<file path="config.mk">
export PLATFORM = sky130hd
export DESIGN_NAME = roc_read_mux
export DESIGN_NICKNAME = d
export VERILOG_FILES = /design/src/verilog/roc_pkg.sv /design/src/verilog/roc_read_mux.sv
export SDC_FILE = /design/constraint.sdc
export NUM_CORES = 1
export LEC_CHECK = 0
export BUFFER_PORTS_ARGS = -buffer_cell sky130_fd_sc_hd__buf_4
export CAP_MARGIN = 20
export CORE_UTILIZATION = 35
export DETAILED_ROUTE_END_ITERATION = 12
export GPL_TIMING_DRIVEN = 0
export PLACE_DENSITY = 0.85
export SETUP_SLACK_MARGIN = 0.3
export SLEW_MARGIN = 15
export SYNTH_ARGS = -nofsm -noshare
export SYNTH_HDL_FRONTEND = slang
export SYNTH_SLANG_ARGS = --single-unit
</file>
<file path="constraint.sdc">
create_clock -name clk -period 1.2 [get_ports clk]
set_input_delay 0.06 -clock clk [delete_from_list [all_inputs] [get_ports clk]]
set_output_delay 0.06 -clock clk [all_outputs]
set_load 0.1 [all_outputs]
</file>
<file path="src/verilog/roc_pkg.sv">
`default_nettype none

package roc_pkg;

    // Main CPU address map
    localparam logic [15:0] ROM_BASE    = 16'h6000;   // ROM runs up to FFFF
    localparam logic [6:0]  IO_RD_PAGE  = 7'h18;      // 3000-31FF on reads
    localparam logic [6:0]  IO_WR_PAGE  = 7'h40;      // 8000-81FF on writes
    localparam logic [4:0]  OBJRAM_PAGE = 5'b0100_0;  // 4000-47FF
    localparam logic [4:0]  VRAM_PAGE   = 5'b0100_1;  // 4800-4FFF
    localparam logic [3:0]  RAM_PAGE    = 4'h5;       // 5000-5FFF

    // A[8:7] inside the I/O page
    localparam logic [1:0] IO_SEL_VECTOR = 2'd3;
    localparam logic [1:0] IO_SEL_HIGH   = 2'd2;   // dip3 on reads, sound latch on writes
    localparam logic [1:0] IO_SEL_MID    = 2'd1;   // imux on reads, output latch on writes
    localparam logic [1:0] IO_SEL_LOW    = 2'd0;   // dip1 on reads only

    // Memory widths
    localparam int RAM_AW = 12;
    localparam int VEC_AW = 4;
    localparam int BUS_AW = 11;

    // Target of the current bus cycle
    typedef enum logic [3:0] {
        reg_none,
        reg_rom,
        reg_ram,
        reg_vram,
        reg_objram,
        reg_vector,
        reg_dip1,
        reg_dip3,
        reg_imux,
        reg_snd,
        reg_oreg,
        reg_error
    } region_t;

    // 74LS259 bit index, taken from A[2:0]
    typedef enum logic [2:0] {
        ob_flip    = 3'd0,
        ob_snd_on  = 3'd1,
        ob_mute    = 3'd2,
        ob_coin1   = 3'd3,
        ob_coin2   = 3'd4,
        ob_spare   = 3'd5,
        ob_firq_en = 3'd6,
        ob_irq_en  = 3'd7
    } oreg_bit_t;

endpackage

`default_nettype wire

</file>
<file path="src/verilog/roc_read_mux.sv">
`default_nettype none

module roc_read_mux (
    input  logic             clk,
    input  roc_pkg::region_t region,
    input  logic [7:0]       rom_data,
    input  logic [7:0]       vram_dout,
    input  logic [7:0]       obj_dout,
    input  logic [7:0]       ram_dout,
    input  logic [7:0]       vec_dout,
    input  logic [7:0]       cabinet,
    input  logic [23:0]      dipsw,
    output logic [7:0]       cpu_din
);

    logic [7:0] rd_byte;

    always_comb begin
        case (region)
            roc_pkg::reg_rom:    rd_byte = rom_data;
            roc_pkg::reg_vram:   rd_byte = vram_dout;
            roc_pkg::reg_objram: rd_byte = obj_dout;
            roc_pkg::reg_ram:    rd_byte = ram_dout;    // Already registered
            roc_pkg::reg_vector: rd_byte = vec_dout;    // Already registered
            roc_pkg::reg_imux:   rd_byte = cabinet;     // Already registered
            roc_pkg::reg_dip1:   rd_byte = dipsw[7:0];
            roc_pkg::reg_dip3:   rd_byte = dipsw[23:16];
            default:             rd_byte = 8'hff;       // Open bus
        endcase
    end

    always_ff @(posedge clk) begin
        cpu_din <= rd_byte;
    end

endmodule

`default_nettype wire

</file>
==> out/results.ini <==
[floorplanning]
fp-row-count=17
die_h_um=50.9
die-area_sq_mm=0.00259
initial_core_util=0.375
die_w_um=50.9
coreArea_sq_mm=0.00223
ioPinCount=85

[pwr]
p_total_mw=1.22
power_density_mw_per_mm2=759
p_leak_nw=0.742
peakVddDrop_mv=0.671

[global_route]
grt_pass1_wl_mm=4.92
grt_max_degree=11
antenna_found_initial=0
grt_overflow_total=0
grt_pass1_vias=1158
grt_use_total=0.252

[route]
wl_mm=3.26
vias=1194
antenna_left=0
wl_per_cell_um=15.4
drtIter0Drc=41
vias_per_cell=5.63
drt_first_pass_iters=5
drc=0

[final_layout]
multi_input_area_sq_um=656
fill_cells=166
fin_area_sq_mm=0.00161
final_net_count=263
regMostFlops=cpu_din
top_regs=cpu_din (8)
drive_above_1_share=0.625
largest_reg_flops=8
ff_latch_area_sq_um=169
syn_to_final_growth_pct=92.1
antenna_cells=0

[logic_synthesis]
ys_top_cells_by_area=dfxtp_1 19%, mux2i_1 8.4%, mux2_2 6.7%
synth_cell_types=43
synth_nets=179
syn_avg_cell_area_sq_um=8.22
synth_top_area_share=0.191
synth_seq_area_share=0.191
yosys_most_used_dff=dfxtp_1
yosysTopAreaCell=dfxtp_1
async_flop_share=0
synth_edf_count=0
syn_inst=102
synth_area_sq_um=838
ys_seq_elements=8
yosys.cell_count.top_type=o21ai_0
synthTopCellsByCount=10 x o21ai_0, 8 x dfxtp_1, 8 x nor2_1
yosys_warnings=0

[clock_tree]
tritoncts=done
numClockSinks=8
cts-root-buf=clkbuf_4
path_clk_slew_ns=0.06
cts_buffer_depth=2
cts.htree.levels=1
cts_buffers=3

[critical_path]
critPathKind=input port to register
end_kind=register
required_ns=1.34
cp.arrival_ns=1.10
cp-start-kind=input port
path_max_fanout=7

[timing]
hold_viol=0
hold_ws_ns=0.00766
rsz0062_at_grt=true
worstMarginPinSlew_ns=0.323
fin_crit_sh=0.806
max_freq_mhz=1030
setup_tns_ns=0
slew_headroom=0.784
slew_violations=0
timing.final.ws_setup_ns=0.233
setup_violations=0
period_minus_slack_ns=0.967

[placed_design]
pre_cts_slack_ns=0.00579
dp_hpwl_mm=2.44
port-buffer-count=75
dpl_cell_area_sq_mm=0.00147
gp_congestion=0.836

[flow_run]
maxCapViolCount=0

[min_path]
hold_class=input port to register

[status]
status=finished, final reports clean

## per-stage QoR
step	util	instances
6_report	0.721	212
5_1_grt	0.721	212
4_1_cts	0.683	208
3_5_place_dp	0.659	205
3_3_place_gp	0.659	205
2_1_floorplan	-	102
## area by class of cell
type,instances,share of cell area
Multi-Input combinational cell,85,0.407
Timing Repair Buffer,79,0.398
Sequential cell,8,0.105
Buffer,7,0.0474
Tap cell,28,0.0218
Clock buffer,3,0.0140
Inverter,2,0.00699
## final timing paths
path,cells after the start,from,to
max,6,region[1],cpu_din[6]
min,3,vram_dout[3],cpu_din[3]
## per-layer routing
layer  wire [um]  GRT usage
met1        1270      0.285
met2        1620      0.450
met3         278     0.0863
met4         100     0.0556
met5           0          0
## worst max-delay path: stages
cell and delay [ns]:
buf_4 0.13, clkbuf_16 0.15, nor3_4 0.19, nand2_2 0.14, o21ai_0 0.29, nand4_1 0.14
## cells in the final DEF, fill, tap and decap left out, types with 2 or more instances in the layout
cell      netlist  routed
dfxtp_2         0       7
nor3b_1         2       2
buf_2           2       2
o21ai_0        10       7
buf_6           3       9
mux2_4          1       2
nor2_1          8       7
buf_4           1      70
o311ai_1        1       3
a221oi_2        2       3
nor3_4          0       2
a31oi_1         2       2
a21oi_1         4       4
a211o_1         2       2
nand2_1         7       6
clkbuf_4        0       3
mux2i_1         7       7
o21ai_1         0       3
nand4_1         2       2
mux2_2          5       4
nand3b_1        3       3
buf_8           0       2
a22oi_1         4       4
## kinds of logic after synthesis
logic type	count (synthesis)	synth area share
muxes	13	0.169
and+or+nand+nor	37	0.257
DFF	8	0.191
AOI/OAI and AO/OA	35	0.309
buffers and inverters	9	0.0746
## what timing repair did
item                                   4_1_cts  5_1_grt
setup endpoints to repair                   12        8
cloned                                       0        1
buffers inserted                             0        3
hold buffers                                 0        0
pin swaps                                    1        6
resized for setup                            8       14
endpoints found under the hold margin        0        0
## where the power goes
| part | switching, mW | internal [mW] |
|---|---|---|
| registers | 0.0126 | 0.298 |
| logic | 0.375 | 0.315 |
| clock network | 0.107 | 0.115 |
| total | 0.494 | 0.728 |
Note: power is estimated with default switching activity, not from simulation.
