$ cat src/verilog/roc_pkg.sv
`default_nettype none

package roc_pkg;

    // Main CPU address map
    localparam logic [15:0] ROM_BASE    = 16'h6000;   // ROM runs up to FFFF
    localparam logic [6:0]  IO_RD_PAGE  = 7'h18;      // 3000-31FF on reads
    localparam logic [6:0]  IO_WR_PAGE  = 7'h40;      // 8000-81FF on writes
    localparam logic [4:0]  OBJRAM_PAGE = 5'b0100_0;  // 4000-47FF
    localparam logic [4:0]  VRAM_PAGE   = 5'b0100_1;  // 4800-4FFF
    localparam logic [3:0]  RAM_PAGE    = 4'h5;       // 5000-5FFF

    // A[8:7] inside the I/O page
    localparam logic [1:0] IO_SEL_VECTOR = 2'd3;
    localparam logic [1:0] IO_SEL_HIGH   = 2'd2;   // dip3 on reads, sound latch on writes
    localparam logic [1:0] IO_SEL_MID    = 2'd1;   // imux on reads, output latch on writes
    localparam logic [1:0] IO_SEL_LOW    = 2'd0;   // dip1 on reads only

    // Memory widths
    localparam int RAM_AW = 12;
    localparam int VEC_AW = 4;
    localparam int BUS_AW = 11;

    // Target of the current bus cycle
    typedef enum logic [3:0] {
        reg_none,
        reg_rom,
        reg_ram,
        reg_vram,
        reg_objram,
        reg_vector,
        reg_dip1,
        reg_dip3,
        reg_imux,
        reg_snd,
        reg_oreg,
        reg_error
    } region_t;

    // 74LS259 bit index, taken from A[2:0]
    typedef enum logic [2:0] {
        ob_flip    = 3'd0,
        ob_snd_on  = 3'd1,
        ob_mute    = 3'd2,
        ob_coin1   = 3'd3,
        ob_coin2   = 3'd4,
        ob_spare   = 3'd5,
        ob_firq_en = 3'd6,
        ob_irq_en  = 3'd7
    } oreg_bit_t;

endpackage

`default_nettype wire

$ cat src/verilog/roc_addr_decode.sv
`default_nettype none

module roc_addr_decode (
    input  logic [15:0]      addr,
    input  logic             rnw,
    input  logic             vma,
    output roc_pkg::region_t region,
    output logic             rom_cs,
    output logic             vram_cs,
    output logic             objram_cs,
    output logic             bus_error
);

    logic       vector_rd;
    logic       io_page;
    logic [1:0] io_sel;

    // KONAMI-1 fetches its vectors from FFF0-FFFD, FFFE/F stay in ROM
    assign vector_rd = rnw && (&addr[15:4]) && !(&addr[3:1]);

    // The I/O page moves depending on the direction
    assign io_page = addr[15:9] == (rnw ? roc_pkg::IO_RD_PAGE : roc_pkg::IO_WR_PAGE);
    assign io_sel  = addr[8:7];

    always_comb begin
        region = roc_pkg::reg_error;   // Whatever is not claimed below
        if (!vma) begin
            region = roc_pkg::reg_none;
        end else if (vector_rd) begin
            region = roc_pkg::reg_vector;
        end else if (io_page) begin
            case (io_sel)
                roc_pkg::IO_SEL_VECTOR: region = roc_pkg::reg_vector;
                roc_pkg::IO_SEL_HIGH:   region = rnw ? roc_pkg::reg_dip3 : roc_pkg::reg_snd;
                roc_pkg::IO_SEL_MID:    region = rnw ? roc_pkg::reg_imux : roc_pkg::reg_oreg;
                roc_pkg::IO_SEL_LOW:    region = rnw ? roc_pkg::reg_dip1 : roc_pkg::reg_error;
                default:                region = roc_pkg::reg_error;
            endcase
        end else if (addr[15:11] == roc_pkg::OBJRAM_PAGE) begin
            region = roc_pkg::reg_objram;
        end else if (addr[15:11] == roc_pkg::VRAM_PAGE) begin
            region = roc_pkg::reg_vram;
        end else if (addr[15:12] == roc_pkg::RAM_PAGE) begin
            region = roc_pkg::reg_ram;
        end else if (rnw && addr >= roc_pkg::ROM_BASE) begin
            region = roc_pkg::reg_rom;   // ROM cannot be written
        end
    end

    // External selects come from the same code
    assign rom_cs    = region == roc_pkg::reg_rom;
    assign vram_cs   = region == roc_pkg::reg_vram;
    assign objram_cs = region == roc_pkg::reg_objram;
    assign bus_error = region == roc_pkg::reg_error;

endmodule

`default_nettype wire

$ cat config.mk
export PLATFORM = sky130hd
export DESIGN_NAME = roc_addr_decode
export DESIGN_NICKNAME = d
export VERILOG_FILES = /design/src/verilog/roc_pkg.sv /design/src/verilog/roc_addr_decode.sv
export SDC_FILE = /design/constraint.sdc
export NUM_CORES = 1
export LEC_CHECK = 0
export ABC_AREA = 1
export BUFFER_PORTS_ARGS = -buffer_cell sky130_fd_sc_hd__buf_2
export CAP_MARGIN = 10
export CORE_AREA = 2 2 39 41
export DETAILED_ROUTE_END_ITERATION = 8
export DIE_AREA = 0 0 41 43
export PLACE_DENSITY = 0.63
export SLEW_MARGIN = 30
export SYNTH_ARGS = -nofsm -noshare
export SYNTH_HDL_FRONTEND = slang
export SYNTH_SLANG_ARGS = --single-unit
export TNS_END_PERCENT = 1
$ cat constraint.sdc
create_clock -name vclk -period 1.69
set_clock_uncertainty 0.1 [all_clocks]
set_input_delay 0.2535 -clock vclk [all_inputs]
set_output_delay 0.2535 -clock vclk [all_outputs]
set_load 0.01 [all_outputs]
==> impl_metrics.toml, run 1 <==
[final_layout]
final_cell_mix = "nand2_1, buf_2, inv_1"
area_growth_pct = 49.2
fill_cells = 159
final_layout_size_suffix_gt1_share_pct = 40.2
final_common_cell = "nand2_1"
nClkBuffers = 0
diodes = 0
ff_latch_area_um2 = 0
nFlopsAndLatches = 0
finalNetCount = 137
fin_cells = 133

[yosys]
syn-num-nets = 111
synthCells = 93
syn_area_um2 = 417
yosys_warnings = 0
synth-xor-area-share_pct = 2.10
seq_area_frac_synth_pct = 0
synthMuxAreaShare_pct = 0
synth_compound_area_share_pct = 6.01
synth_largest_area_cell = "nand2_1"
avgSynthCellArea_um2 = 4.48
synth_top_family_by_area = "simple AND/OR/NAND/NOR gates"
synth-simple-area-share_pct = 70.6
synth_cell_types = 15
synth_area_leaders = "nand2_1, inv_1, nand3_1"
synth_fa_ha_area_share_pct = 0
synth_top_area_share_pct = 30.6

[timing]
tightest_slew_ns = 0.192
final_max_slew_viol_count = 0
clock.fmax_mhz = 607
hold_viol_final = 0
fin_crit_ns = 1.65
fin_crit_sh_pct = 97.5
relSlewSlack_pct = 87.2
setup_viol = 0

[power]
leakage_nw = 0.404
powerDensity_nw_per_um2 = 212
p_total_w = 0.000132
p_comb_share_pct = 100.0
p_seq_share_pct = 0
intPower_w = 0.0000546
p_sw_share_pct = 58.6
p_clk_share_pct = 0
vdd_ir_drop_max_uv = 95.9
p_switching_w = 0.0000773

[die]
die_w_um = 41
row_count = 14
die_y_um = 43
ios = 26
start_util_pct = 30.1
dieArea_um2 = 1760
coreArea_um2 = 1380

[detailed_routing]
drc = 0
ant_nets = 0
first_pass_iters = 3
wl_mm = 1.16
avgViaCountPerCell = 4.45
wl_per_cell_um = 8.70
vias = 592
drtIter0Drc = 4

[clock_network]
hold_buffers = 0
cts_setup_buffers = 0

[hold_path]
worst_hold_path_type = "in -> out"

[status]
outcome = "complete, no violations"

[critical_path]
crit_arrival_ns = 1.30
crit_type = "in -> out"
end_kind = "primary output"
crit_path_max_fanout = 5
crit_required_ns = 1.34
worst_setup_path_start_kind = "primary input"

[placed_design]
dp_cells = 133
dp_hpwl_um = 949
io_buffers = 25
routabilityCongestion = 0.860

[global_route]
grt_max_degree = 11
grt_pass1_vias = 474
grt_remaining_overflow = 0
antenna_found_initial = 0
grt_pass1_wl_mm = 1.79
grtUsageTotal_pct = 13.6

[job]
cap_violations = 0
repair_timing:
item,CTS,global route
gates resized for setup,1,24
endpoints found under the hold margin,0,0
pin swaps,0,8
setup endpoints to repair,2,6
cell usage after synthesis:
cell      instances
and2_0            1
buf_6             1
inv_1            18
inv_2             1
inv_4             1
nand2_1          34
nand2_2           1
nand3_1          12
nand3_2           2
nand4_1           3
nor2_1           13
nor2_2            1
o21ai_0           2
o21bai_1          2
xnor2_1           1
worst max-delay path: stages:
cell	delay (ns)
clkbuf_4	0.14
inv_2	0.06
nand3_2	0.11
nor2_4	0.14
inv_1	0.05
and2_0	0.15
nand3_2	0.11
nand2_1	0.06
nor2_1	0.08
buf_2	0.13
cell families (layout without fill, tap and decap cells):
kind of cell              Yosys count  in the layout
xor gates and xnor gates            1              1
AOI/OAI and AO/OA                   4              4
and+or+nand+nor                    67             67
buffers and inverters              21             45
final timing paths:
check	slack, ns	start	to	depth (start not counted)
hold / removal	0.79	vma	region[0]	4
setup / recovery	0.04	addr[15]	rom_cs	10
power groups by stage:
stage,clock network [W],logic [W],registers (W)
finish,0,0.000132,0
global route,0,0.000149,0
CTS,0,0.000114,0
detailed placement,0,0.000113,0
global placement,0,0.000111,0
floorplan,0,0.0000701,0
per-layer routing:
metal / up-vias / GRT usage (%) / routed length [um]
met5: - / 0 / 0
met4: 0 / 0 / 0
met3: 0 / 0 / 35
met2: 12 / 23.8 / 611
met1: 249 / 19.0 / 510
li1: 331 / - / -
through the flow:
| step | hold WS [ns] | instance area [um^2] | utilization, % | TNS [ns] | worst slack (ns) |
|---|---|---|---|---|---|
| 2_1_floorplan | 0.522 | 417 | - | 0 | 0.276 |
| 3_3_place_gp | 0.789 | 551 | 39.8 | 0 | 0.00935 |
| 3_5_place_dp | 0.784 | 551 | 39.8 | -0.00974 | -0.00756 |
| 4_1_cts | 0.782 | 551 | 39.8 | 0 | 0.0223 |
| 5_1_grt | 0.806 | 622 | 44.9 | -0.0560 | -0.0322 |
| 6_report | 0.786 | 622 | 44.9 | 0 | 0.0415 |
cell type report:
cell class / count / area (um^2) / area share [%]
timing repair buffer: 25 / 140 / 22.5
tap: 16 / 20.0 / 3.22
inverter: 20 / 77.6 / 12.5
multi-input combinational: 72 / 384 / 61.8
No activity file was read; power rests on OpenSTA's default activity.
==> run 2: changes to the inputs <==
- clock period: 1.69 -> 1.8 ns (I/O delays scaled with it)
==> impl_metrics.toml, run 2 (synthesis gave the netlist of run 1 again) <==
[final_layout]
diodes = 0
final_common_cell = "nand2_1"
fill_cells = 164
nFlopsAndLatches = 0
nClkBuffers = 0
area_growth_pct = 34.5
final_cell_mix = "nand2_1, buf_2, inv_1"
final_layout_size_suffix_gt1_share_pct = 28.2
fin_util_pct = 40.5
final_cell_area_um2 = 561
ff_latch_area_um2 = 0
finalNetCount = 137

[detailed_routing]
ant_nets = 0
wl_mm = 1.06
vias = 593
drc = 0
avgViaCountPerCell = 4.46
first_pass_iters = 4
drtIter0Drc = 8
wl_per_cell_um = 7.98

[timing]
relSlewSlack_pct = 83.2
tightest_slew_ns = 0.250
fin_crit_ns = 1.69
fin_crit_sh_pct = 94.1
setup_ws_ns = 0.107
clock.fmax_mhz = 591
final_max_slew_viol_count = 0
finalSetupTns_ns = 0
hold_viol_final = 0
setup_viol = 0

[job]
cap_violations = 0

[placed_design]
dp_hpwl_um = 947
place_ws_ns = 0.0717
routabilityCongestion = 0.860
dpl-instance-area_um2 = 551
io_buffers = 25

[critical_path]
crit_type = "in -> out"
worst_setup_path_start_kind = "primary input"
crit_path_max_fanout = 4
cp-startpoint = "addr[13]"
end_kind = "primary output"
crit_arrival_ns = 1.32
crit_required_ns = 1.43

[global_route]
grt_max_degree = 11
grt_pass1_wl_mm = 1.75
grt_pass1_vias = 479
grtUsageTotal_pct = 13.3
antenna_found_initial = 0
grt_remaining_overflow = 0

[die]
die_w_um = 41
coreArea_um2 = 1380
row_count = 14
ios = 26
die_y_um = 43
dieArea_um2 = 1760
start_util_pct = 30.1

[hold_path]
worst_hold_path_type = "in -> out"
worstHoldStart = "vma"

[power]
leakage_nw = 0.397
p_total_w = 0.000108
vdd_ir_drop_max_uv = 75.2
powerDensity_nw_per_um2 = 194

[clock_network]
cts_setup_buffers = 0

[status]
outcome = "complete, no violations"
==> run 2: cell counts in the layout (fill, tap and decap cells not counted) <==
No cell type changed its count.
==> run 2: worst paths after layout <==
path | end | slack [ns] | depth (start not counted)
worst max-delay path | rom_cs | 0.11 | 10
worst min-delay path | region[0] | 0.82 | 4
==> run 2: cell type report <==
cell class                 count  area (um^2)  area share [%]
tap                           16         20.0            3.57
timing repair buffer          25          128            22.8
inverter                      20         77.6            13.8
multi-input combinational     72          335            59.8
==> run 2: report_power, final <==
group          internal [W]  leakage, nW  switching (W)
clock                     0            0              0
sequential                0            0              0
combinational     0.0000443        0.397      0.0000642
==> run 2: timing repair <==
item                                    CTS  global route
endpoints found under the setup margin    0             5
hold endpoints to repair                  0             0
resized for setup                         0             4
hold buffers                              0             0
==> run 2: worst max-delay path: stages <==
cell     delay (ns)
buf_2          0.12
inv_1          0.09
nand3_1        0.12
nor2_2         0.14
inv_1          0.06
and2_0         0.14
nand3_2        0.10
nand2_1        0.06
nor2_1         0.09
buf_2          0.13
==> run 2: metal layers <==
layer / part of all wire, % / global-route usage [%]
met4: 0 / 0
met2: 51 / 24.7
met1: 44 / 17.1
met3: 5.0 / 0
met5: 0 / 0
==> run 2: stage by stage <==
step                      std cells  hold slack (ns)
after floorplan                  93            0.555
after global placement          133            0.822
after detailed placement        133            0.820
after CTS                       133            0.818
after global routing            133            0.838
final                           133            0.825
==> run 3: changes to the inputs <==
- PLACE_DENSITY: 0.63 -> 0.61
==> impl_metrics.toml, run 3 (synthesis gave the netlist of run 1 again) <==
[status]
outcome = "complete, no violations"

[critical_path]
worst_setup_path_start_kind = "primary input"
end_kind = "primary output"
critical-path-max-stage-delay_ns = 0.16
crit_type = "in -> out"
crit_chain = "buf_2 -> inv_2 -> nand3_2 -> nor2_2 -> buf_4 -> o21bai_1 -> nor2_1 -> nand3_1 -> nor2_1 -> buf_2"
crit_required_ns = 1.43
crit_path_max_fanout = 5
slowest_stage = "o21bai_1"
crit_arrival_ns = 1.32

[hold_path]
worst_hold_path_type = "in -> out"
whs_endpoint = "rom_cs"
worstHoldPathCells = 4
worstHoldStart = "vma"

[timing]
tightest_slew_ns = 0.185
final_max_slew_viol_count = 0
hold_viol_final = 0
fin_crit_ns = 1.69
setup_viol = 0
fin_crit_sh_pct = 93.8
finalSetupTns_ns = 0
relSlewSlack_pct = 87.7
clock.fmax_mhz = 592

[global_route]
grt_remaining_overflow = 0
grt_max_degree = 11
grtUsageTotal_pct = 12.5
grt_pass1_vias = 494
grt_pass1_wl_mm = 1.69
antenna_found_initial = 0

[detailed_routing]
drc = 0
vias = 599
wl_per_cell_um = 7.87
first_pass_iters = 4
avgViaCountPerCell = 4.47
ant_nets = 0
wl_mm = 1.06
drtIter0Drc = 11

[final_layout]
final_layout_size_suffix_gt1_share_pct = 31.4
nFlopsAndLatches = 0
multi_input_area_um2 = 349
diodes = 0
final_common_cell = "nand2_1"
finalNetCount = 138
fill_cells = 163
final_cell_mix = "nand2_1, buf_2, inv_1"
nClkBuffers = 0
fin_cells = 134
area_growth_pct = 39.6
ff_latch_area_um2 = 0

[die]
row_count = 14
die_w_um = 41
die_y_um = 43
coreArea_um2 = 1380
ios = 26
dieArea_um2 = 1760
start_util_pct = 30.1

[clock_network]
hold_buffers = 0

[placed_design]
io_buffers = 25
dp_cells = 133
routabilityCongestion = 0.870
dp_hpwl_um = 896

[power]
powerDensity_nw_per_um2 = 194
p_total_w = 0.000113
leakage_nw = 0.402
vdd_ir_drop_max_uv = 78.9

[job]
cap_violations = 0
==> run 3: cell count changes in the layout (fill, tap and decap cells not counted) <==
| cell | delta |
|---|---|
| o21ai_1 | -1 |
| buf_4 | +1 |
| o21ai_2 | +1 |
| nor2_1 | -1 |
| nor2_4 | +1 |
| nand2_1 | -1 |
| nand2_2 | +1 |
==> run 3: per-layer routing <==
layer | global-route usage, % | part of all wire [%]
met5 | 0 | 0
met2 | 22.2 | 50
met4 | 0 | 0
met3 | 0 | 3.0
met1 | 17.1 | 47
==> run 3: metrics by stage <==
stage	hold slack (ns)	worst slack, ns	utilization, %	instance area (um^2)
final	0.815	0.112	42.0	582
after global routing	0.849	-0.00922	42.0	582
after CTS	0.820	0.0704	39.8	551
after detailed placement	0.821	0.0706	39.8	551
after global placement	0.824	0.0753	39.8	551
after floorplan	0.555	0.353	-	417
==> run 3: worst max-delay path by stage <==
stage	end	start	slack, ns
3_3_place_gp	vram_cs	addr[13]	0.08
5_1_grt	bus_error	addr[15]	-0.009
3_5_place_dp	vram_cs	addr[13]	0.07
6_report	vram_cs	addr[15]	0.11
2_1_floorplan	objram_cs	addr[11]	0.35
4_1_cts	vram_cs	addr[13]	0.07
==> run 3: critical path, delay by kind of cell <==
| kind | cells | cell delay [ns] |
|---|---|---|
| buf+inv | 4 | 0.47 |
| simple gates | 5 | 0.42 |
| compound gates | 1 | 0.16 |
==> run 3: final cells by class <==
type                            instances  area share (%)
Inverter                               20            13.3
Multi-Input combinational cell         72            60.0
Tap cell                               16            3.44
Timing Repair Buffer                   26            23.2
==> run 3: report_power, final <==
group	total, W	leakage (nW)	internal [W]	switching, W
combinational	0.000113	0.402	0.0000457	0.0000672
clock	0	0	0	0
sequential	0	0	0	0
total	0.000113	0.402	0.0000457	0.0000672
==> run 3: timing repair <==
item                                    4_1_cts  5_1_grt
gates resized for setup                       0        8
buffers inserted                              0        1
endpoints found under the setup margin        0        6
