<file path="src/verilog/roc_cabinet_mux.sv">
`default_nettype none

module roc_cabinet_mux (
    input  logic       clk,
    input  logic [1:0] sel,
    input  logic [1:0] start_button,
    input  logic [1:0] coin_input,
    input  logic       service,
    input  logic [5:0] joystick1,
    input  logic [5:0] joystick2,
    input  logic [7:0] dipsw_mid,
    output logic [7:0] cabinet
);

    logic [7:0] system_byte;
    logic [7:0] p1_byte;
    logic [7:0] p2_byte;

    // Unused bits read back high
    assign system_byte = {3'b111, start_button, service, coin_input};

    // Board wiring swaps the direction pairs
    assign p1_byte = {
        2'b11,
        joystick1[5:4],
        joystick1[2],
        joystick1[3],
        joystick1[0],
        joystick1[1]
    };

    assign p2_byte = {
        2'b11,
        joystick2[5:4],
        joystick2[2],
        joystick2[3],
        joystick2[0],
        joystick2[1]
    };

    always_ff @(posedge clk) begin
        case (sel)
            2'd0:    cabinet <= system_byte;
            2'd1:    cabinet <= p1_byte;
            2'd2:    cabinet <= p2_byte;
            default: cabinet <= dipsw_mid;   // DIP bank 2
        endcase
    end

endmodule

`default_nettype wire

</file>
<file path="config.mk">
export PLATFORM = sky130hd
export DESIGN_NAME = roc_cabinet_mux
export DESIGN_NICKNAME = d
export VERILOG_FILES = /design/src/verilog/roc_cabinet_mux.sv
export SDC_FILE = /design/constraint.sdc
export NUM_CORES = 1
export LEC_CHECK = 0
export BUFFER_PORTS_ARGS = -buffer_cell sky130_fd_sc_hd__buf_2
export CAP_MARGIN = 10
export CORE_AREA = 2 2 39 41
export DETAILED_ROUTE_END_ITERATION = 8
export DIE_AREA = 0 0 41 43
export PLACE_DENSITY = 0.66
export REMOVE_ABC_BUFFERS = 1
export SYNTH_ARGS = -nofsm -noshare
export SYNTH_HDL_FRONTEND = slang
export SYNTH_SLANG_ARGS = --single-unit
</file>
<file path="constraint.sdc">
create_clock -name clk -period 1.1 [get_ports clk]
set_clock_uncertainty 0.1 [all_clocks]
set_input_delay 0.165 -clock clk [delete_from_list [all_inputs] [get_ports clk]]
set_output_delay 0.165 -clock clk [all_outputs]
set_load 0.02 [all_outputs]
</file>
==> results of run 1 <==
## worst paths after layout
| check | start | to | cells after the start |
|---|---|---|---|
| setup / recovery | cabinet[1]$_DFF_P_ | cabinet[1] | 1 |
| hold / removal | joystick1[5] | cabinet[5]$_DFF_P_ | 3 |
## per-stage QoR
step | utilization | instance area, µm² | setup slack (ps) | power [mW] | TNS (ps)
CTS | 0.4051 | 560.5 | 88.69 | 0.7266 | 0
floorplan | - | 315.3 | 248.0 | 0.4011 | 0
global route | 0.4051 | 560.5 | 61.71 | 0.7539 | 0
finish | 0.4051 | 560.5 | 114.7 | 0.7072 | 0
global placement | 0.3743 | 518.0 | 5.235 | 0.4882 | 0
detailed placement | 0.3743 | 518.0 | -10.44 | 0.4911 | -32.67
## layer usage
layer  GRT usage  vias up
met5           0        -
met1      0.1149      140
li1            -      157
met3      0.1152        0
met2      0.2063       38
met4     0.06000        0
## layout by cell type, fill, tap and decap left out
cell type,Yosys,layout
buf_2,1,35
dfxtp_1,8,8
mux4_2,5,5
clkbuf_4,0,3
nand3b_1,2,2
dlygate4sd3_1,0,2
mux2i_1,1,1
nor3b_2,1,1
a21oi_1,1,1
buf_4,0,1
## cells by family after synthesis
group,Yosys count,synth area share
buf+inv,2,0.04904
flops,8,0.4830
compound gates,1,0.01508
mux,6,0.3698
simple gates,3,0.08300
## report_power, final
| group | switching (mW) | internal, mW |
|---|---|---|
| Clock | 0.0943 | 0.124 |
| Combinational | 0.0755 | 0.0914 |
| Sequential | 0.00572 | 0.316 |
| Total | 0.176 | 0.532 |
## tightest hold or removal path, cell delays in order
cell	delay, ps
buf_2	80
nor3b_2	30
a21oi_1	100
## area by class of cell
| class | instances | area [µm²] |
|---|---|---|
| multi-input cells | 10 | 155.1 |
| clock buffers | 3 | 22.52 |
| well taps | 16 | 20.02 |
| fillers | 152 | 823.3 |
| repair buffers | 38 | 202.7 |
| flip-flops and latches | 8 | 160.2 |
## timing repair
item | 4_1_cts | 5_1_grt
endpoints found under the setup margin | 0 | 0
resized for setup | 0 | 0
hold endpoints to repair | 2 | 0
setup buffers | 0 | 0
hold buffers | 2 | 0
==> impl_metrics.json, run 1 <==
{
  "status": "finished, final reports clean",
  "worstMarginPinSlew_ps": 184.3,
  "start_kind": "register",
  "drt-total-wl_um": 1063,
  "slew_viol_final": 0,
  "numCtsBuffers": 3,
  "synth_ff_type": "dfxtp_1",
  "fin_cells": 75,
  "top_layer_used": "met3",
  "wl_per_cell_um": 14.17,
  "htree_levels": 1,
  "hold_path_class": "in -> reg",
  "met3_length_um": 252,
  "dp_cells": 70,
  "dieArea_um2": 1763,
  "final.period_utilization": 0.8958,
  "wl_met1_um": 367,
  "dp_hpwl_um": 920.5,
  "routabilityCongestion": 0.6311,
  "yosysTopAreaCell": "dfxtp_1",
  "crit_fanout": 1,
  "rows": 14,
  "coreArea_um2": 1384,
  "grt-ovfl-total": 0,
  "port_buffers": 35,
  "yosysMostFrequentCell": "dfxtp_1",
  "synth_seq_area_share": 0.4830,
  "crit_required_ps": 830,
  "reg.largest.list": "cabinet x8",
  "path_clk_slew_ps": 50,
  "antenna_found_initial": 0,
  "wl_met2_um": 444,
  "path_delay_family": "flip-flops",
  "top_register": "cabinet",
  "synth_cells": 20,
  "vdd_drop_max_mv": 0.5049,
  "max_cap_viol_count": 0,
  "synth-edff-count": 0,
  "final-setup-viol-count": 0,
  "antenna_violating_nets_post_route": 0,
  "async_reset_ff_frac": 0,
  "syn_area_um2": 331.6,
  "cts_root_buffer": "clkbuf_4",
  "largest_reg_flops": 8,
  "cts_tree": "yes",
  "die_h_um": 43,
  "powerDensity_nw_per_um2": 1262,
  "rsz0062_at_grt": "false",
  "crit_chain": "buf_2",
  "routed_via_density": 4.467,
  "power_leakage_nw": 0.2736,
  "layout-drive-gt1-share": 0.7627,
  "clock_sinks": 8,
  "syn_avg_cell_area_um2": 16.58,
  "ctsLongestPathBuffers": 2,
  "drt_iter0_markers": 3,
  "synth_top_cells_by_count": "dfxtp_1 (8), mux4_2 (5), nand3b_1 (2)",
  "ys_warn_count": 0,
  "synth_top_area_frac": 0.4830,
  "whs_ps": 75.30,
  "syn_to_final_growth_pct": 69.06,
  "diodes": 0,
  "critical_path_buf_inv_count": 1,
  "firstDrtPassIters": 2,
  "ys_top_cells_by_area": "dfxtp_1 (48%), mux4_2 (34%), nand3b_1 (4.5%)",
  "arrival_ps": 720,
  "end_kind": "primary output",
  "fin_crit_ps": 985.3,
  "hold_viol_final": 0,
  "post-route-drc-count": 0,
  "critPathMaxStageDelay_ps": 310,
  "grt_pass1_wl_um": 1435,
  "path_class": "reg -> out",
  "max-slew-margin-rel": 0.8772,
  "grt_pass1_vias": 359,
  "start_util": 0.2396,
  "grt_use_total": 0.1335,
  "grt_max_degree": 10,
  "ys_ff_latch": 8,
  "cpMaxStageDelayCell": "dfxtp_1",
  "num_vias": 335,
  "die_x_um": 41,
  "fin_nets": 89,
  "fmax_mhz": 1015,
  "pin_count": 36,
  "synth_cell_types": 8
}
Note: power is estimated with default switching activity, not from simulation.
==> inputs of run 2 (changes only) <==
--- a/config.mk
+++ b/config.mk
@@ -7,10 +7,12 @@
 export LEC_CHECK = 0
 export BUFFER_PORTS_ARGS = -buffer_cell sky130_fd_sc_hd__buf_2
 export CAP_MARGIN = 10
-export CORE_AREA = 2 2 39 41
+export CELL_PAD_IN_SITES_DETAIL_PLACEMENT = 1
+export CELL_PAD_IN_SITES_GLOBAL_PLACEMENT = 1
+export CORE_MARGIN = 2
+export CORE_UTILIZATION = 22
 export DETAILED_ROUTE_END_ITERATION = 8
-export DIE_AREA = 0 0 41 43
-export PLACE_DENSITY = 0.66
+export PLACE_DENSITY = 0.79
 export REMOVE_ABC_BUFFERS = 1
 export SYNTH_ARGS = -nofsm -noshare
 export SYNTH_HDL_FRONTEND = slang
==> run 2 against run 1 <==
Via count decreased by 6.3%; design area decreased by 3.6%; die area increased by 4.0%; critical path depth unchanged; clock-buffer cell count unchanged; power decreased by 2.1%; non-clock buffer count decreased by 2; combinational power decreased by 5%; final cell count decreased by 2.7%; first-iteration DRC count decreased by 100%; hold slack got worse by 60 ps.
==> impl_metrics.json, run 2 (synthesis results as in run 1) <==
{
  "die_x_um": 42.82,
  "start_kind": "register",
  "setup_ws_ps": 118.6,
  "slew_viol_final": 0,
  "path_clk_slew_ps": 50,
  "vdd_drop_max_mv": 0.3789,
  "dieArea_um2": 1834,
  "powerDensity_nw_per_um2": 1280,
  "largest_reg_flops": 8,
  "ctsHoldBuffers": 0,
  "hold_viol_final": 0,
  "numCtsBuffers": 3,
  "end_kind": "primary output",
  "netSwitchingFraction": 0.2393,
  "cts_root_buffer": "clkbuf_4",
  "hold_path_class": "in -> reg",
  "arrival_ps": 720,
  "seq_power_share": 0.464,
  "drt_iter0_markers": 0,
  "top_register": "cabinet",
  "rsz0062_at_grt": "false",
  "fin_total_pwr_uw": 692.1,
  "fill_cells": 177,
  "critPathMaxStageDelay_ps": 310,
  "htree_levels": 1,
  "post-route-drc-count": 0,
  "crit_required_ps": 830,
  "path_delay_family": "flip-flops",
  "pin_count": 36,
  "clock_sinks": 8,
  "start_util": 0.2281,
  "dp_cells": 70,
  "diodes": 0,
  "max_cap_viol_count": 0,
  "wl_per_cell_um": 12.58,
  "combPwrFrac": 0.229,
  "mostFrequentLayoutCells": "buf_2 (35), dfxtp_1 (8), mux4_2 (5), clkbuf_4 (3), nand3b_1 (2)",
  "path_class": "reg -> out",
  "num_vias": 314,
  "drt-total-wl_um": 918,
  "grt_use_total": 0.1145,
  "post-cts-setup-buffers": 0,
  "die_h_um": 42.82,
  "status": "finished, final reports clean",
  "p_switching_uw": 165.7,
  "rows": 14,
  "grt_pass1_wl_um": 1518,
  "final_util": 0.3718,
  "power_leakage_nw": 0.2652,
  "post-place-ws_ps": -10.57,
  "dp_hpwl_um": 792.6,
  "layout.cells.most_common": "buf_2",
  "cpMaxStageDelayCell": "dfxtp_1",
  "fin_crit_ps": 981.4,
  "grt_max_degree": 10,
  "pwr-share-clk": 0.307,
  "crit_fanout": 1,
  "fin_nets": 87,
  "syn_to_final_growth_pct": 63.02,
  "critical_path_buf_inv_count": 1,
  "worstMarginPinSlew_ps": 196.7,
  "reg.largest.list": "cabinet x8",
  "grt-ovfl-total": 0,
  "firstDrtPassIters": 1,
  "ctsLongestPathBuffers": 2,
  "antenna_violating_nets_post_route": 0,
  "grt_pass1_vias": 356,
  "final.period_utilization": 0.8922,
  "layout-drive-gt1-share": 0.7895,
  "port_buffers": 35,
  "coreArea_um2": 1454,
  "fmax_mhz": 1019,
  "cts-resized-gates": 0,
  "whs_ps": 15.44,
  "crit_chain": "buf_2",
  "routed_via_density": 4.301,
  "design_area_um2": 540.5,
  "final-setup-viol-count": 0,
  "cellInternalPower_uw": 526.5,
  "antenna_found_initial": 0,
  "routabilityCongestion": 0.7021,
  "fin_cells": 73,
  "place_area_um2": 518.0,
  "final.setup.tns_ps": 0,
  "cts_tree": "yes",
  "max-slew-margin-rel": 0.8689
}
run 2: worst paths after layout:
path | startpoint | cells after the start | slack [ps] | end
setup / recovery | cabinet[4]$_DFF_P_ | 1 | 120 | cabinet[4]
hold / removal | dipsw_mid[7] | 2 | 20 | cabinet[7]$_DFF_P_
run 2: power groups by stage:
stage               Clock, mW  Combinational (mW)  Sequential [mW]
floorplan                   0              0.0396            0.361
global placement            0               0.159            0.327
detailed placement          0               0.160            0.327
CTS                     0.226               0.161            0.321
global route            0.243               0.172            0.323
finish                  0.213               0.159            0.321
run 2: cell type report:
cell class | count | area [µm²] | area share
Tap cell | 16 | 20.02 | 0.03704
Timing Repair Buffer | 36 | 182.7 | 0.3380
Sequential cell | 8 | 160.2 | 0.2963
Multi-Input combinational cell | 10 | 155.1 | 0.2870
Clock buffer | 3 | 22.52 | 0.04167
run 2: routing by layer:
metal  part of all wire  global-route usage  vias up  wire (µm)
li1                   -                   -      153          -
met1               0.35              0.1237      148        317
met2               0.57              0.2121       13        524
met3              0.083             0.02979        0         76
met4                  0             0.03750        0          0
met5                  0                   0        -          0
==> inputs of run 3 (changes only) <==
--- a/config.mk
+++ b/config.mk
@@ -14,6 +14,7 @@
 export DETAILED_ROUTE_END_ITERATION = 8
 export PLACE_DENSITY = 0.79
 export REMOVE_ABC_BUFFERS = 1
+export SLEW_MARGIN = 20
 export SYNTH_ARGS = -nofsm -noshare
 export SYNTH_HDL_FRONTEND = slang
 export SYNTH_SLANG_ARGS = --single-unit
==> constraint.sdc (replaced) <==
create_clock -name clk -period 1.1 [get_ports clk]
set_clock_uncertainty 0.1 [all_clocks]
set_input_delay 0.055 -clock clk [delete_from_list [all_inputs] [get_ports clk]]
set_output_delay 0.055 -clock clk [all_outputs]
set_load 0.02 [all_outputs]
==> run 3 against run 2 <==
Die area stayed put; hold slack worse by 6.0 ps; fmax is 13% higher; sequential power hardly changed; flip-flop and latch count stayed put; largest power group unchanged; final cell count is 4.1% higher; global-route usage is 0.18 points higher; combinational power is 5% higher; sequential share of layout area is 1.6 points lower; critical path type unchanged; via count is 2.5% higher.
==> impl_metrics.json, run 3 (synthesis results as in run 1) <==
{
  "drt_iter0_markers": 1,
  "wl_per_cell_um": 12.34,
  "clock_sinks": 8,
  "crit_fanout": 1,
  "hold_depth": 2,
  "post-route-drc-count": 0,
  "fill_cells": 177,
  "path_clk_slew_ps": 50,
  "slew_viol_final": 0,
  "grt_use_total": 0.1163,
  "worstMarginPinSlew_ps": 200.1,
  "final-setup-viol-count": 0,
  "fin_nets": 90,
  "grt_pass1_vias": 354,
  "fin_crit_ps": 871.4,
  "cts_root_buffer": "clkbuf_4",
  "mostFrequentLayoutCells": "buf_2 (35), dfxtp_1 (8), mux4_2 (5), clkbuf_4 (3), dlygate4sd3_1 (3)",
  "numCtsBuffers": 3,
  "path_delay_family": "flip-flops",
  "end_kind": "primary output",
  "routabilityCongestion": 0.7021,
  "antenna_found_initial": 0,
  "port_buffers": 35,
  "top_usage_layer": "met2",
  "post-cts-setup-buffers": 0,
  "grt-ovfl-total": 0,
  "antenna_violating_nets_post_route": 0,
  "critPathMaxStageDelay_ps": 310,
  "grt_pass1_wl_um": 1545,
  "drt-total-wl_um": 938,
  "largest_reg_flops": 8,
  "max-slew-margin-rel": 0.8666,
  "pin_count": 36,
  "rows": 14,
  "reg.largest.list": "cabinet x8",
  "routed_via_density": 4.237,
  "grtUsageMet3": 0.02979,
  "top_register": "cabinet",
  "hold_end": "cabinet[6]$_DFF_P_",
  "use_met1": 0.1289,
  "max_cap_viol_count": 0,
  "die_h_um": 42.82,
  "start_kind": "register",
  "num_vias": 322,
  "combPwrFrac": 0.237,
  "ctsLongestPathBuffers": 2,
  "arrival_ps": 720,
  "dp_hpwl_um": 792.6,
  "layout-drive-gt1-share": 0.7500,
  "fmax_mhz": 1148,
  "seq_power_share": 0.455,
  "path_class": "reg -> out",
  "htree_levels": 1,
  "rsz0062_at_grt": "false",
  "hold_viol_final": 0,
  "crit_chain": "buf_2",
  "powerDensity_nw_per_um2": 1234,
  "start_util": 0.2281,
  "final.setup.tns_ps": 0,
  "power_leakage_nw": 0.2778,
  "pwr-share-clk": 0.308,
  "vdd_drop_max_mv": 0.4083,
  "crit_required_ps": 940,
  "cts_tree": "yes",
  "cpMaxStageDelayCell": "dfxtp_1",
  "p_switching_uw": 170.6,
  "final.period_utilization": 0.7922,
  "critical_path_buf_inv_count": 1,
  "diodes": 0,
  "fin_total_pwr_uw": 704.1,
  "die_x_um": 42.82,
  "firstDrtPassIters": 2,
  "layout.cells.most_common": "buf_2",
  "cellInternalPower_uw": 533.4,
  "use_met2": 0.2121,
  "grt_max_degree": 10,
  "worstHoldStart": "sel[1]",
  "coreArea_um2": 1454,
  "status": "finished, final reports clean",
  "syn_to_final_growth_pct": 72.08,
  "hold_path_class": "in -> reg",
  "netSwitchingFraction": 0.2423,
  "dieArea_um2": 1834
}
[run 3: changes by cell type in the layout (fill, tap and decap cells not counted), sizes merged]
cell,change
dlygate4sd3,+3
[run 3: per-stage QoR]
stage                     std cells  hold slack (ps)  utilization  instance area [µm²]  worst slack [ps]
after global routing             76            18.75       0.3924                570.5             178.8
final                            76            9.488       0.3924                570.5             228.6
after global placement           70            153.9       0.3563                518.0             109.1
after detailed placement         70            158.2       0.3563                518.0             99.43
after floorplan                  18            38.14            -                315.3             358.0
after CTS                        76            5.112       0.3924                570.5             219.8
[run 3: metal layers]
layer | vias to the layer above | part of all wire
li1 | 160 | -
met1 | 149 | 0.35
met2 | 13 | 0.57
met3 | 0 | 0.079
met4 | 0 | 0
met5 | - | 0
[run 3: how the worst max path moves through the flow]
stage                    endpoint  slack (ps)  depth (start not counted)          startpoint
3_3_place_gp   cabinet[0]$_DFF_P_         110                          2              sel[0]
2_1_floorplan  cabinet[0]$_DFF_P_         360                          1              sel[0]
6_report               cabinet[4]         230                          1  cabinet[4]$_DFF_P_
3_5_place_dp   cabinet[3]$_DFF_P_         100                          2              sel[0]
4_1_cts                cabinet[4]         220                          1  cabinet[4]$_DFF_P_
5_1_grt        cabinet[5]$_DFF_P_         180                          4        joystick1[5]
[run 3: cell type report]
class / instances / area, µm² / area share
repair buffers: 39 / 212.7 / 0.3728
multi-input cells: 10 / 155.1 / 0.2719
flip-flops and latches: 8 / 160.2 / 0.2807
well taps: 16 / 20.02 / 0.03509
clock buffers: 3 / 22.52 / 0.03947
[run 3: power by group through the flow]
stage,clock network (mW),logic [mW],registers [mW]
after detailed placement,0,0.160,0.327
after global routing,0.243,0.180,0.323
after CTS,0.226,0.169,0.321
after global placement,0,0.159,0.327
final,0.217,0.167,0.321
after floorplan,0,0.0396,0.361
[run 3: what timing repair did]
| item | CTS | global route |
|---|---|---|
| hold buffers | 3 | 0 |
| hold endpoints to repair | 3 | 0 |
| gates resized for setup | 0 | 0 |
